$ cat config.mk
export PLATFORM = sky130hd
export DESIGN_NAME = pipeTop
export DESIGN_NICKNAME = d
export VERILOG_FILES = /design/src/mipsPkg.sv /design/src/pipeTop.sv /design/src/resultStage.sv /design/src/execute.sv /design/src/instrDecode.sv
export SDC_FILE = /design/constraint.sdc
export NUM_CORES = 2
export LEC_CHECK = 0
export BUFFER_PORTS_ARGS = -buffer_cell sky130_fd_sc_hd__clkbuf_2
export CAP_MARGIN = 25
export CELL_PAD_IN_SITES_DETAIL_PLACEMENT = 0
export CELL_PAD_IN_SITES_GLOBAL_PLACEMENT = 1
export CORE_MARGIN = 2
export CORE_UTILIZATION = 50
export CTS_CLUSTER_SIZE = 30
export DETAILED_ROUTE_END_ITERATION = 10
export HOLD_SLACK_MARGIN = 0.12
export PLACE_DENSITY_LB_ADDON = 0.1
export SKIP_LAST_GASP = 1
export SLEW_MARGIN = 20
export SYNTH_ARGS = -nofsm -noshare
export SYNTH_HDL_FRONTEND = slang
export SYNTH_SLANG_ARGS = --single-unit
export TNS_END_PERCENT = 1
$ cat constraint.sdc
create_clock -name clk -period 6 [get_ports clk]
set_input_delay 0.3 -clock clk [delete_from_list [all_inputs] [get_ports clk]]
set_output_delay 0.3 -clock clk [all_outputs]
set_load 0.01 [all_outputs]
$ cat src/mipsPkg.sv
`default_nettype none

package mipsPkg;

	////////////////////////////////////////////////////////////////////////////
	// Widths
	////////////////////////////////////////////////////////////////////////////

	localparam int WordWidth    = 32;
	localparam int RegAddrWidth = 5;	// 32 architectural registers
	localparam int FieldWidth   = 6;	// Opcode and funct fields
	localparam int MemWords     = 16;	// Data memory depth in words
	localparam int MemAddrWidth = $clog2(MemWords);

	typedef logic [WordWidth-1:0]    word_t;
	typedef logic [RegAddrWidth-1:0] regAddr_t;
	typedef logic [MemAddrWidth-1:0] memAddr_t;	// Word index, byte bits dropped
	typedef logic [FieldWidth-1:0]   field_t;

	////////////////////////////////////////////////////////////////////////////
	// Encodings
	////////////////////////////////////////////////////////////////////////////

	// Primary opcodes, instr[31:26]
	localparam field_t OpRType = 6'h00;	// Function in instr[5:0]
	localparam field_t OpAddi  = 6'h08;
	localparam field_t OpLw    = 6'h23;
	localparam field_t OpSw    = 6'h2B;

	// R-type function codes
	localparam field_t FnAdd = 6'h20;
	localparam field_t FnSub = 6'h22;
	localparam field_t FnAnd = 6'h24;
	localparam field_t FnOr  = 6'h25;
	localparam field_t FnSlt = 6'h2A;

	// ALU operation selected in decode
	typedef enum logic [2:0] {
		AluAdd,
		AluSub,
		AluAnd,
		AluOr,
		AluSlt,		// Signed compare, 0 or 1
		AluPass		// Operand B through, no-op slot
	} aluOp_t;

endpackage

`default_nettype wire
$ cat src/pipeTop.sv
`timescale 1ns/10ps
`default_nettype none

module pipeTop (
	input  wire                clk,
	input  wire                arstN,
	input  wire mipsPkg::word_t    instr,
	input  wire                instrValid,
	output logic               instrReady,
	output logic               wbValid,
	output mipsPkg::regAddr_t  wbReg,
	output mipsPkg::word_t     wbData
);
	import mipsPkg::*;

	////////////////////////////////////////////////////////////////////////////
	// Stage wiring
	////////////////////////////////////////////////////////////////////////////

	// Decode to execute
	logic     dxValid;
	aluOp_t   dxAluOp;
	word_t    dxOpA;
	word_t    dxOpB;
	word_t    dxImm;
	logic     dxUseImm;
	regAddr_t dxRs;
	regAddr_t dxRt;
	regAddr_t dxDest;
	logic     dxWrite;
	logic     dxLoad;
	logic     dxStore;

	// Execute to result
	logic     xrValid;
	word_t    xrResult;
	word_t    xrStoreData;
	regAddr_t xrDest;
	logic     xrWrite;
	logic     xrLoad;
	logic     xrStore;

	instrDecode decode0 (
		.clk(clk), .arstN(arstN),
		.instr(instr), .instrValid(instrValid), .instrReady(instrReady),
		.wbValid(wbValid), .wbReg(wbReg), .wbData(wbData),	// Register file write
		.dxValid(dxValid), .dxAluOp(dxAluOp), .dxOpA(dxOpA), .dxOpB(dxOpB),
		.dxImm(dxImm), .dxUseImm(dxUseImm), .dxRs(dxRs), .dxRt(dxRt),
		.dxDest(dxDest), .dxWrite(dxWrite), .dxLoad(dxLoad), .dxStore(dxStore)
	);

	execute execute0 (
		.clk(clk), .arstN(arstN),
		.dxValid(dxValid), .dxAluOp(dxAluOp), .dxOpA(dxOpA), .dxOpB(dxOpB),
		.dxRs(dxRs), .dxRt(dxRt), .dxImm(dxImm), .dxUseImm(dxUseImm),
		.dxDest(dxDest), .dxWrite(dxWrite), .dxLoad(dxLoad), .dxStore(dxStore),
		.xrFwdDest(xrDest), .xrFwdWrite(xrWrite), .xrFwdResult(xrResult),	// First forward source
		.wbValid(wbValid), .wbReg(wbReg), .wbData(wbData),	// Second forward source
		.xrValid(xrValid), .xrResult(xrResult), .xrStoreData(xrStoreData),
		.xrDest(xrDest), .xrWrite(xrWrite), .xrLoad(xrLoad), .xrStore(xrStore)
	);

	resultStage result0 (
		.clk(clk), .arstN(arstN),
		.xrValid(xrValid), .xrResult(xrResult), .xrStoreData(xrStoreData),
		.xrDest(xrDest), .xrWrite(xrWrite), .xrLoad(xrLoad), .xrStore(xrStore),
		.wbValid(wbValid), .wbReg(wbReg), .wbData(wbData)
	);

endmodule

`default_nettype wire

$ cat src/resultStage.sv
`timescale 1ns/10ps
`default_nettype none

module resultStage (
	input  wire                clk,
	input  wire                arstN,
	input  wire                xrValid,
	input  wire mipsPkg::word_t    xrResult,
	input  wire mipsPkg::word_t    xrStoreData,
	input  wire mipsPkg::regAddr_t xrDest,
	input  wire                xrWrite,
	input  wire                xrLoad,
	input  wire                xrStore,
	output logic               wbValid,
	output mipsPkg::regAddr_t  wbReg,
	output mipsPkg::word_t     wbData
);
	import mipsPkg::*;

	word_t    dataMem [MemWords];
	memAddr_t memAddr;
	word_t    loadWord;
	word_t    resultSel;

	////////////////////////////////////////////////////////////////////////////
	// Data memory
	////////////////////////////////////////////////////////////////////////////

	assign memAddr = xrResult[MemAddrWidth+1:2];	// Word aligned, bits 5:2

	always_ff @(posedge clk or negedge arstN) begin
		if (!arstN) begin
			for (int i = 0; i < MemWords; i++) begin
				dataMem[i] <= '0;
			end
		end else if (xrValid && xrStore) begin
			dataMem[memAddr] <= xrStoreData;
		end
	end

	assign loadWord = dataMem[memAddr];	// Async read

	// Writeback mux
	assign resultSel = xrLoad ? loadWord : xrResult;

	always_ff @(posedge clk or negedge arstN) begin
		if (!arstN) begin
			wbValid <= 1'b0;
		end else begin
			wbValid <= xrValid && xrWrite;	// Stores and no-ops stay quiet
		end
	end

	always_ff @(posedge clk) begin
		wbReg  <= xrDest;
		wbData <= resultSel;
	end

	// Destination r0 is filtered back in decode
	assert property (@(posedge clk) disable iff (!arstN) wbValid |-> wbReg != '0)
		else $error("Writeback to register 0");

endmodule

`default_nettype wire

$ cat src/execute.sv
`timescale 1ns/10ps
`default_nettype none

module execute (
	input  wire                clk,
	input  wire                arstN,
	input  wire                dxValid,
	input  wire mipsPkg::aluOp_t   dxAluOp,
	input  wire mipsPkg::word_t    dxOpA,
	input  wire mipsPkg::word_t    dxOpB,
	input  wire mipsPkg::regAddr_t dxRs,
	input  wire mipsPkg::regAddr_t dxRt,
	input  wire mipsPkg::word_t    dxImm,
	input  wire                dxUseImm,
	input  wire mipsPkg::regAddr_t dxDest,
	input  wire                dxWrite,
	input  wire                dxLoad,
	input  wire                dxStore,
	input  wire mipsPkg::regAddr_t xrFwdDest,
	input  wire                xrFwdWrite,
	input  wire mipsPkg::word_t    xrFwdResult,
	input  wire                wbValid,
	input  wire mipsPkg::regAddr_t wbReg,
	input  wire mipsPkg::word_t    wbData,
	output logic               xrValid,
	output mipsPkg::word_t     xrResult,
	output mipsPkg::word_t     xrStoreData,
	output mipsPkg::regAddr_t  xrDest,
	output logic               xrWrite,
	output logic               xrLoad,
	output logic               xrStore
);
	import mipsPkg::*;

	word_t fwdA;
	word_t fwdB;
	word_t aluB;
	word_t aluRes;
	logic  rtUsed;

	// Newest producer wins, loads in xr have no data yet
	function automatic word_t fwdSel(regAddr_t src, word_t decoded);
		if (xrFwdWrite && !xrLoad && xrFwdDest == src) begin
			return xrFwdResult;
		end else if (wbValid && wbReg == src) begin
			return wbData;
		end
		return decoded;
	endfunction

	always_comb begin
		fwdA = fwdSel(dxRs, dxOpA);
		fwdB = fwdSel(dxRt, dxOpB);
	end

	assign aluB = dxUseImm ? dxImm : fwdB;

	////////////////////////////////////////////////////////////////////////////
	// ALU
	////////////////////////////////////////////////////////////////////////////

	always_comb begin
		case (dxAluOp)
			AluAdd:  aluRes = fwdA + aluB;
			AluSub:  aluRes = fwdA - aluB;
			AluAnd:  aluRes = fwdA & aluB;
			AluOr:   aluRes = fwdA | aluB;
			AluSlt:  aluRes = ($signed(fwdA) < $signed(aluB)) ? word_t'(1) : '0;
			default: aluRes = aluB;		// Pass
		endcase
	end

	// Execute/result register
	always_ff @(posedge clk or negedge arstN) begin
		if (!arstN) begin
			xrValid <= 1'b0;
			xrWrite <= 1'b0;
			xrLoad  <= 1'b0;
			xrStore <= 1'b0;
		end else begin
			xrValid <= dxValid;
			xrWrite <= dxValid && dxWrite;
			xrLoad  <= dxValid && dxLoad;
			xrStore <= dxValid && dxStore;
		end
	end

	always_ff @(posedge clk) begin
		xrResult    <= aluRes;	// ALU value or memory address
		xrStoreData <= fwdB;
		xrDest      <= dxDest;
	end

	// R-type and SW read rt
	assign rtUsed = !dxUseImm || dxStore;

	// Decode must have held back any consumer of this load
	assert property (@(posedge clk) disable iff (!arstN)
		(xrValid && xrLoad && xrWrite && dxValid && (dxWrite || dxStore)) |->
		!(xrDest == dxRs || (rtUsed && xrDest == dxRt)))
		else $error("Load-use hazard reached execute");

endmodule

`default_nettype wire

$ cat src/instrDecode.sv
`timescale 1ns/10ps
`default_nettype none

module instrDecode (
	input  wire                clk,
	input  wire                arstN,
	input  wire mipsPkg::word_t    instr,
	input  wire                instrValid,
	output logic               instrReady,
	input  wire                wbValid,
	input  wire mipsPkg::regAddr_t wbReg,
	input  wire mipsPkg::word_t    wbData,
	output logic               dxValid,
	output mipsPkg::aluOp_t    dxAluOp,
	output mipsPkg::word_t     dxOpA,
	output mipsPkg::word_t     dxOpB,
	output mipsPkg::word_t     dxImm,
	output logic               dxUseImm,
	output mipsPkg::regAddr_t  dxRs,
	output mipsPkg::regAddr_t  dxRt,
	output mipsPkg::regAddr_t  dxDest,
	output logic               dxWrite,
	output logic               dxLoad,
	output logic               dxStore
);
	import mipsPkg::*;

	field_t   opcode;
	field_t   funct;
	regAddr_t rs;
	regAddr_t rt;
	regAddr_t rd;
	word_t    immExt;
	word_t    rsVal;
	word_t    rtVal;
	word_t    regFile [2**RegAddrWidth];

	aluOp_t   decOp;
	regAddr_t decDest;
	logic     decUseImm;
	logic     decWrite;
	logic     decLoad;
	logic     decStore;
	logic     usesRt;	// rt is a source operand
	logic     loadUse;
	logic     accept;

	// Instruction fields
	assign opcode = instr[31:26];
	assign rs     = instr[25:21];
	assign rt     = instr[20:16];
	assign rd     = instr[15:11];
	assign funct  = instr[5:0];
	assign immExt = {{16{instr[15]}}, instr[15:0]};	// Sign extended

	////////////////////////////////////////////////////////////////////////////
	// Register file
	////////////////////////////////////////////////////////////////////////////

	always_ff @(posedge clk or negedge arstN) begin
		if (!arstN) begin
			for (int i = 0; i < 2**RegAddrWidth; i++) begin
				regFile[i] <= '0;
			end
		end else if (wbValid && wbReg != '0) begin	// r0 stays zero
			regFile[wbReg] <= wbData;
		end
	end

	// Write-through read
	assign rsVal = (wbValid && wbReg == rs && rs != '0) ? wbData : regFile[rs];
	assign rtVal = (wbValid && wbReg == rt && rt != '0) ? wbData : regFile[rt];

	// Opcode and funct to control
	always_comb begin
		decOp     = AluPass;
		decDest   = rt;
		decUseImm = 1'b0;
		decWrite  = 1'b0;
		decLoad   = 1'b0;
		decStore  = 1'b0;
		usesRt    = 1'b0;
		case (opcode)
			OpRType: begin
				decDest  = rd;
				usesRt   = 1'b1;
				decWrite = 1'b1;
				case (funct)
					FnAdd:   decOp = AluAdd;
					FnSub:   decOp = AluSub;
					FnAnd:   decOp = AluAnd;
					FnOr:    decOp = AluOr;
					FnSlt:   decOp = AluSlt;
					default: decWrite = 1'b0;	// Unknown funct retires silently
				endcase
			end
			OpAddi: begin
				decOp     = AluAdd;
				decUseImm = 1'b1;
				decWrite  = 1'b1;
			end
			OpLw: begin
				decOp     = AluAdd;	// Address = rs + imm
				decUseImm = 1'b1;
				decWrite  = 1'b1;
				decLoad   = 1'b1;
			end
			OpSw: begin
				decOp     = AluAdd;
				decUseImm = 1'b1;
				decStore  = 1'b1;
				usesRt    = 1'b1;	// Store data
			end
			default: ;
		endcase
		decWrite = decWrite && (decDest != '0);
	end

	// Load-use interlock against the load now in execute
	assign loadUse    = dxValid && dxLoad && dxWrite &&
	                    ((dxDest == rs) || (usesRt && dxDest == rt));
	assign instrReady = !(instrValid && loadUse);
	assign accept     = instrValid && instrReady;

	////////////////////////////////////////////////////////////////////////////
	// Decode/execute register
	////////////////////////////////////////////////////////////////////////////

	always_ff @(posedge clk or negedge arstN) begin
		if (!arstN) begin
			dxValid <= 1'b0;
			dxWrite <= 1'b0;
			dxLoad  <= 1'b0;
			dxStore <= 1'b0;
		end else begin
			dxValid <= accept;	// Bubble on stall or idle
			dxWrite <= accept && decWrite;
			dxLoad  <= accept && decLoad;
			dxStore <= accept && decStore;
		end
	end

	always_ff @(posedge clk) begin
		dxAluOp  <= decOp;
		dxOpA    <= rsVal;
		dxOpB    <= rtVal;
		dxImm    <= immExt;
		dxUseImm <= decUseImm;
		dxRs     <= rs;
		dxRt     <= rt;
		dxDest   <= decDest;
	end

	// Stall lasts one cycle since the bubble clears the hazard
	assert property (@(posedge clk) disable iff (!arstN) !instrReady |=> instrReady)
		else $error("instrReady low for two cycles");

endmodule

`default_nettype wire

==> results.py <==
metrics = {
    "clocking": {
        "clkTransAtPathRegs_ns": 0.06,
        "clock_path_buffers": 3,
        "clock-sinks": 1750,
        "cts_made_buffers": 192,
        "cts-root-buf": "clkbuf_16",
        "cts_tree": "done",
        "clock_latency_ns": 0.84,
        "htree_levels": 4,
        "cts_resized": 0,
    },
    "global_route": {
        "antenna_found_initial": 4,
        "grt_overflow": 0,
        "grt_pass1_vias": 55858,
        "grt_pass1_wl_mm": 390,
        "grt_use_total_pct": 29.5,
        "grt_start_max_net_pins": 167,
    },
    "yosys": {
        "ys_seq_area_share_pct": 48.2,
        "synth_edf_count": 0,
        "dominantRegCellSynth": "dfrtp_1",
        "syn_area_per_cell_um2": 14.9,
        "syn-num-nets": 6088,
        "yosys_register_bits": 1750,
        "synth_cells": 5955,
        "yosys.cell_types.count": 75,
        "netlist_area_um2": 88700,
        "synth_async_sr_flop_share_pct": 88.3,
        "yosys_warnings": 0,
    },
    "placed_design": {
        "numPortBuffers": 73,
        "place.gp.congestion": 0.913,
        "dp_worst_setup_slack_ns": 0.627,
        "dpl.hpwl_mm": 151,
    },
    "status": {
        "outcome": "finished, final reports clean",
    },
    "min_path": {
        "min_path_type": "in -> reg",
    },
    "setup_path": {
        "crit_family": "compound AO/OA/AOI/OAI gates",
        "worst_path_max_delay_cell": "o32ai_1",
        "cp-end-kind": "flop",
        "required_ns": 6.73,
        "crit_arrival_ns": 6.26,
        "cpPeakStageDelay_ns": 0.72,
        "crit_type": "reg -> reg",
        "cp_cell_sequence": "xor2_1, nor4_1, and3_2, mux2i_1, a21oi_1, mux2i_1, inv_1, ha_1, inv_1, fa_1, a21o_1, a21oi_1, o21ai_1, a31oi_1, nor4_1, o32ai_1, o221ai_1, xnor2_1, nand2_1, and3_1",
        "cp-start-kind": "flop",
        "cp_num_buf_inv": 2,
        "critPathMaxFanout": 14,
    },
    "pwr": {
        "p_int_mw": 19.0,
        "sw_frac_of_total_pct": 23.3,
        "ir_worst_vdd_uv": 251,
        "pwr-share-clk_pct": 47.0,
        "p_comb_share_pct": 5.1,
        "leakage_nw": 45.6,
        "seq_power_share_pct": 47.9,
        "power_density_nw_per_um2": 252,
        "p_sw_mw": 5.78,
    },
    "floorplan": {
        "chipWidth_um": 425,
        "initial_core_util_pct": 50.4,
        "core-area_um2": 176000,
        "die_y_um": 425,
        "die_area_um2": 181000,
        "io_pins": 74,
        "num_rows": 154,
    },
    "detailed_routing": {
        "wl_mm": 261,
        "ant_nets": 0,
        "dr.pass1.iters": 5,
        "vias_per_cell": 6.37,
        "drt_iter0_drc": 4317,
        "wl_per_cell_um": 31.4,
        "drc_errors": 0,
        "dr_total_vias": 53131,
    },
    "finish": {
        "layout.nets": 5969,
        "drive_above_1_share_pct": 48.9,
        "n_fill_cell": 14297,
        "final_cell_mix": "dfrtp_1 (1544), mux2_2 (1540), mux4_2 (799)",
        "final_common_cell": "dfrtp_1",
        "area_growth_pct": 10.8,
    },
    "timing": {
        "setup_viol_count_final": 0,
        "fin_setup_tns_ns": 0,
        "fin_worst_skew_ns": 0.0287,
        "rsz0062_at_grt": "no",
        "holdWs_ns": 0.144,
        "fmaxAchievable_ghz": 0.181,
        "max_slew_margin_pct": 25.1,
        "period_minus_slack_ns": 5.53,
        "fin_ws_ns": 0.470,
        "hold_violations": 0,
        "tightestPinTransition_ns": 1.12,
        "period_share_pct": 92.2,
        "final_max_slew_viol_count": 0,
    },
    "job": {
        "max_cap_violations": 0,
    },
}
## state kept, by name, summed over array words and instances (netlist names), 5 cells and up
signal / flops
decode0.regFile: 1024
execute0.xrStoreData: 32
decode0.dxOpB: 32
decode0.dxRt: 5
decode0.dxDest: 5
decode0.dxOpA: 32
result0.wbReg: 5
decode0.dxImm: 16
decode0.dxRs: 5
execute0.xrResult: 32
result0.dataMem: 512
execute0.xrDest: 5
result0.wbData: 32
## metrics by stage
step	cells	cell area [um2]	util (%)	total power [mW]
final	8337	98300	55.8	24.8
after floorplan	5955	88700	-	12.8
after global routing	8337	98300	55.8	25.6
after global placement	7935	91500	52.0	13.4
after detailed placement	7939	91600	52.0	13.3
after CTS	8333	98200	55.8	25.0
## synthesized netlist by cell type (9+ instances only)
cell type  instances  area (um2)
dfrtp_1         1545       38700
mux2i_1          153        1530
nand2_1           82         308
o21ai_1            9        45.0
mux4_2           799       18000
a31oi_1           12        75.1
xor2_1            33         289
o21ai_0           53         265
buf_1            101         379
a21oi_1          227        1140
xnor2_1           39         342
nand2b_1          12        75.1
nor3_1            16        80.1
nand3_1           16        80.1
nor2b_1           11        68.8
or3_1              9        56.3
dfxtp_1          205        4100
inv_1            101         379
nor4_1            10        62.6
o21bai_1          13        97.6
a21o_1            21         158
o22ai_1           17         106
ha_1              96        1200
mux2_2          1540       17300
o21a_1             9        67.6
buf_2             88         440
clkbuf_1         393        1480
nor2_1           227         852
## power by group through the flow
stage	combinational [mW]	sequential [mW]	clock (mW)
after floorplan	0.673	12.1	0
after global placement	1.25	12.1	0
after detailed placement	1.25	12.1	0
after CTS	1.28	11.9	11.9
after global routing	1.36	11.9	12.4
final	1.25	11.9	11.6
## timing repair
item / CTS / global route
hold buffers: 40 / 0
setup buffers: 0 / 0
hold endpoints to repair: 213 / 0
## cell type report
class	count	area, um2	area share, %
Clock inverter	37	280	0.285
Tap cell	2340	2930	2.98
Clock buffer	317	5910	6.02
Antenna cell	1	2.50	0.00255
Multi-Input combinational cell	3521	43600	44.4
Timing Repair Buffer	270	2390	2.43
Sequential cell	1750	42800	43.5
Inverter	101	379	0.386
## layer usage
layer  vias up  track usage [%]  share of wire (%)
li1      22299                -                  -
met1     29066             41.5                 44
met2      1323             47.7                 48
met3       439             3.79                4.4
met4         4             9.99                3.5
met5         -                0              0.010
## worst paths after layout
kind                                           start                          endpoint  slack (ns)  cells after the start
max reg2reg                 result0.wbReg[1]$_DFF_P_     execute0.xrResult[30]$_DFF_P_        0.47                     20
max in group asynchronous                      arstN  decode0.regFile[731]$_DFFE_PN0P_        4.03                      4
min                                        instr[23]           decode0.dxRs[2]$_DFF_P_        0.14                      2
min reg2reg                decode0.dxDest[3]$_DFF_P_        execute0.xrDest[3]$_DFF_P_        0.39                      0
max                         result0.wbReg[1]$_DFF_P_     execute0.xrResult[30]$_DFF_P_        0.47                     20
min in group asynchronous                      arstN  decode0.regFile[152]$_DFFE_PN0P_        0.63                      3
## kinds of logic after synthesis
kind of cell,after synthesis,share of synthesized area (%)
muxes,2493,41.6
DFF,1750,48.2
buffers and inverters,684,3.03
AOI/OAI and AO/OA,435,2.97
and+or+nand+nor,423,2.10
adders and majority gates,98,1.40
xor gates and xnor gates,72,0.711
(Power assumes the default switching activity.)
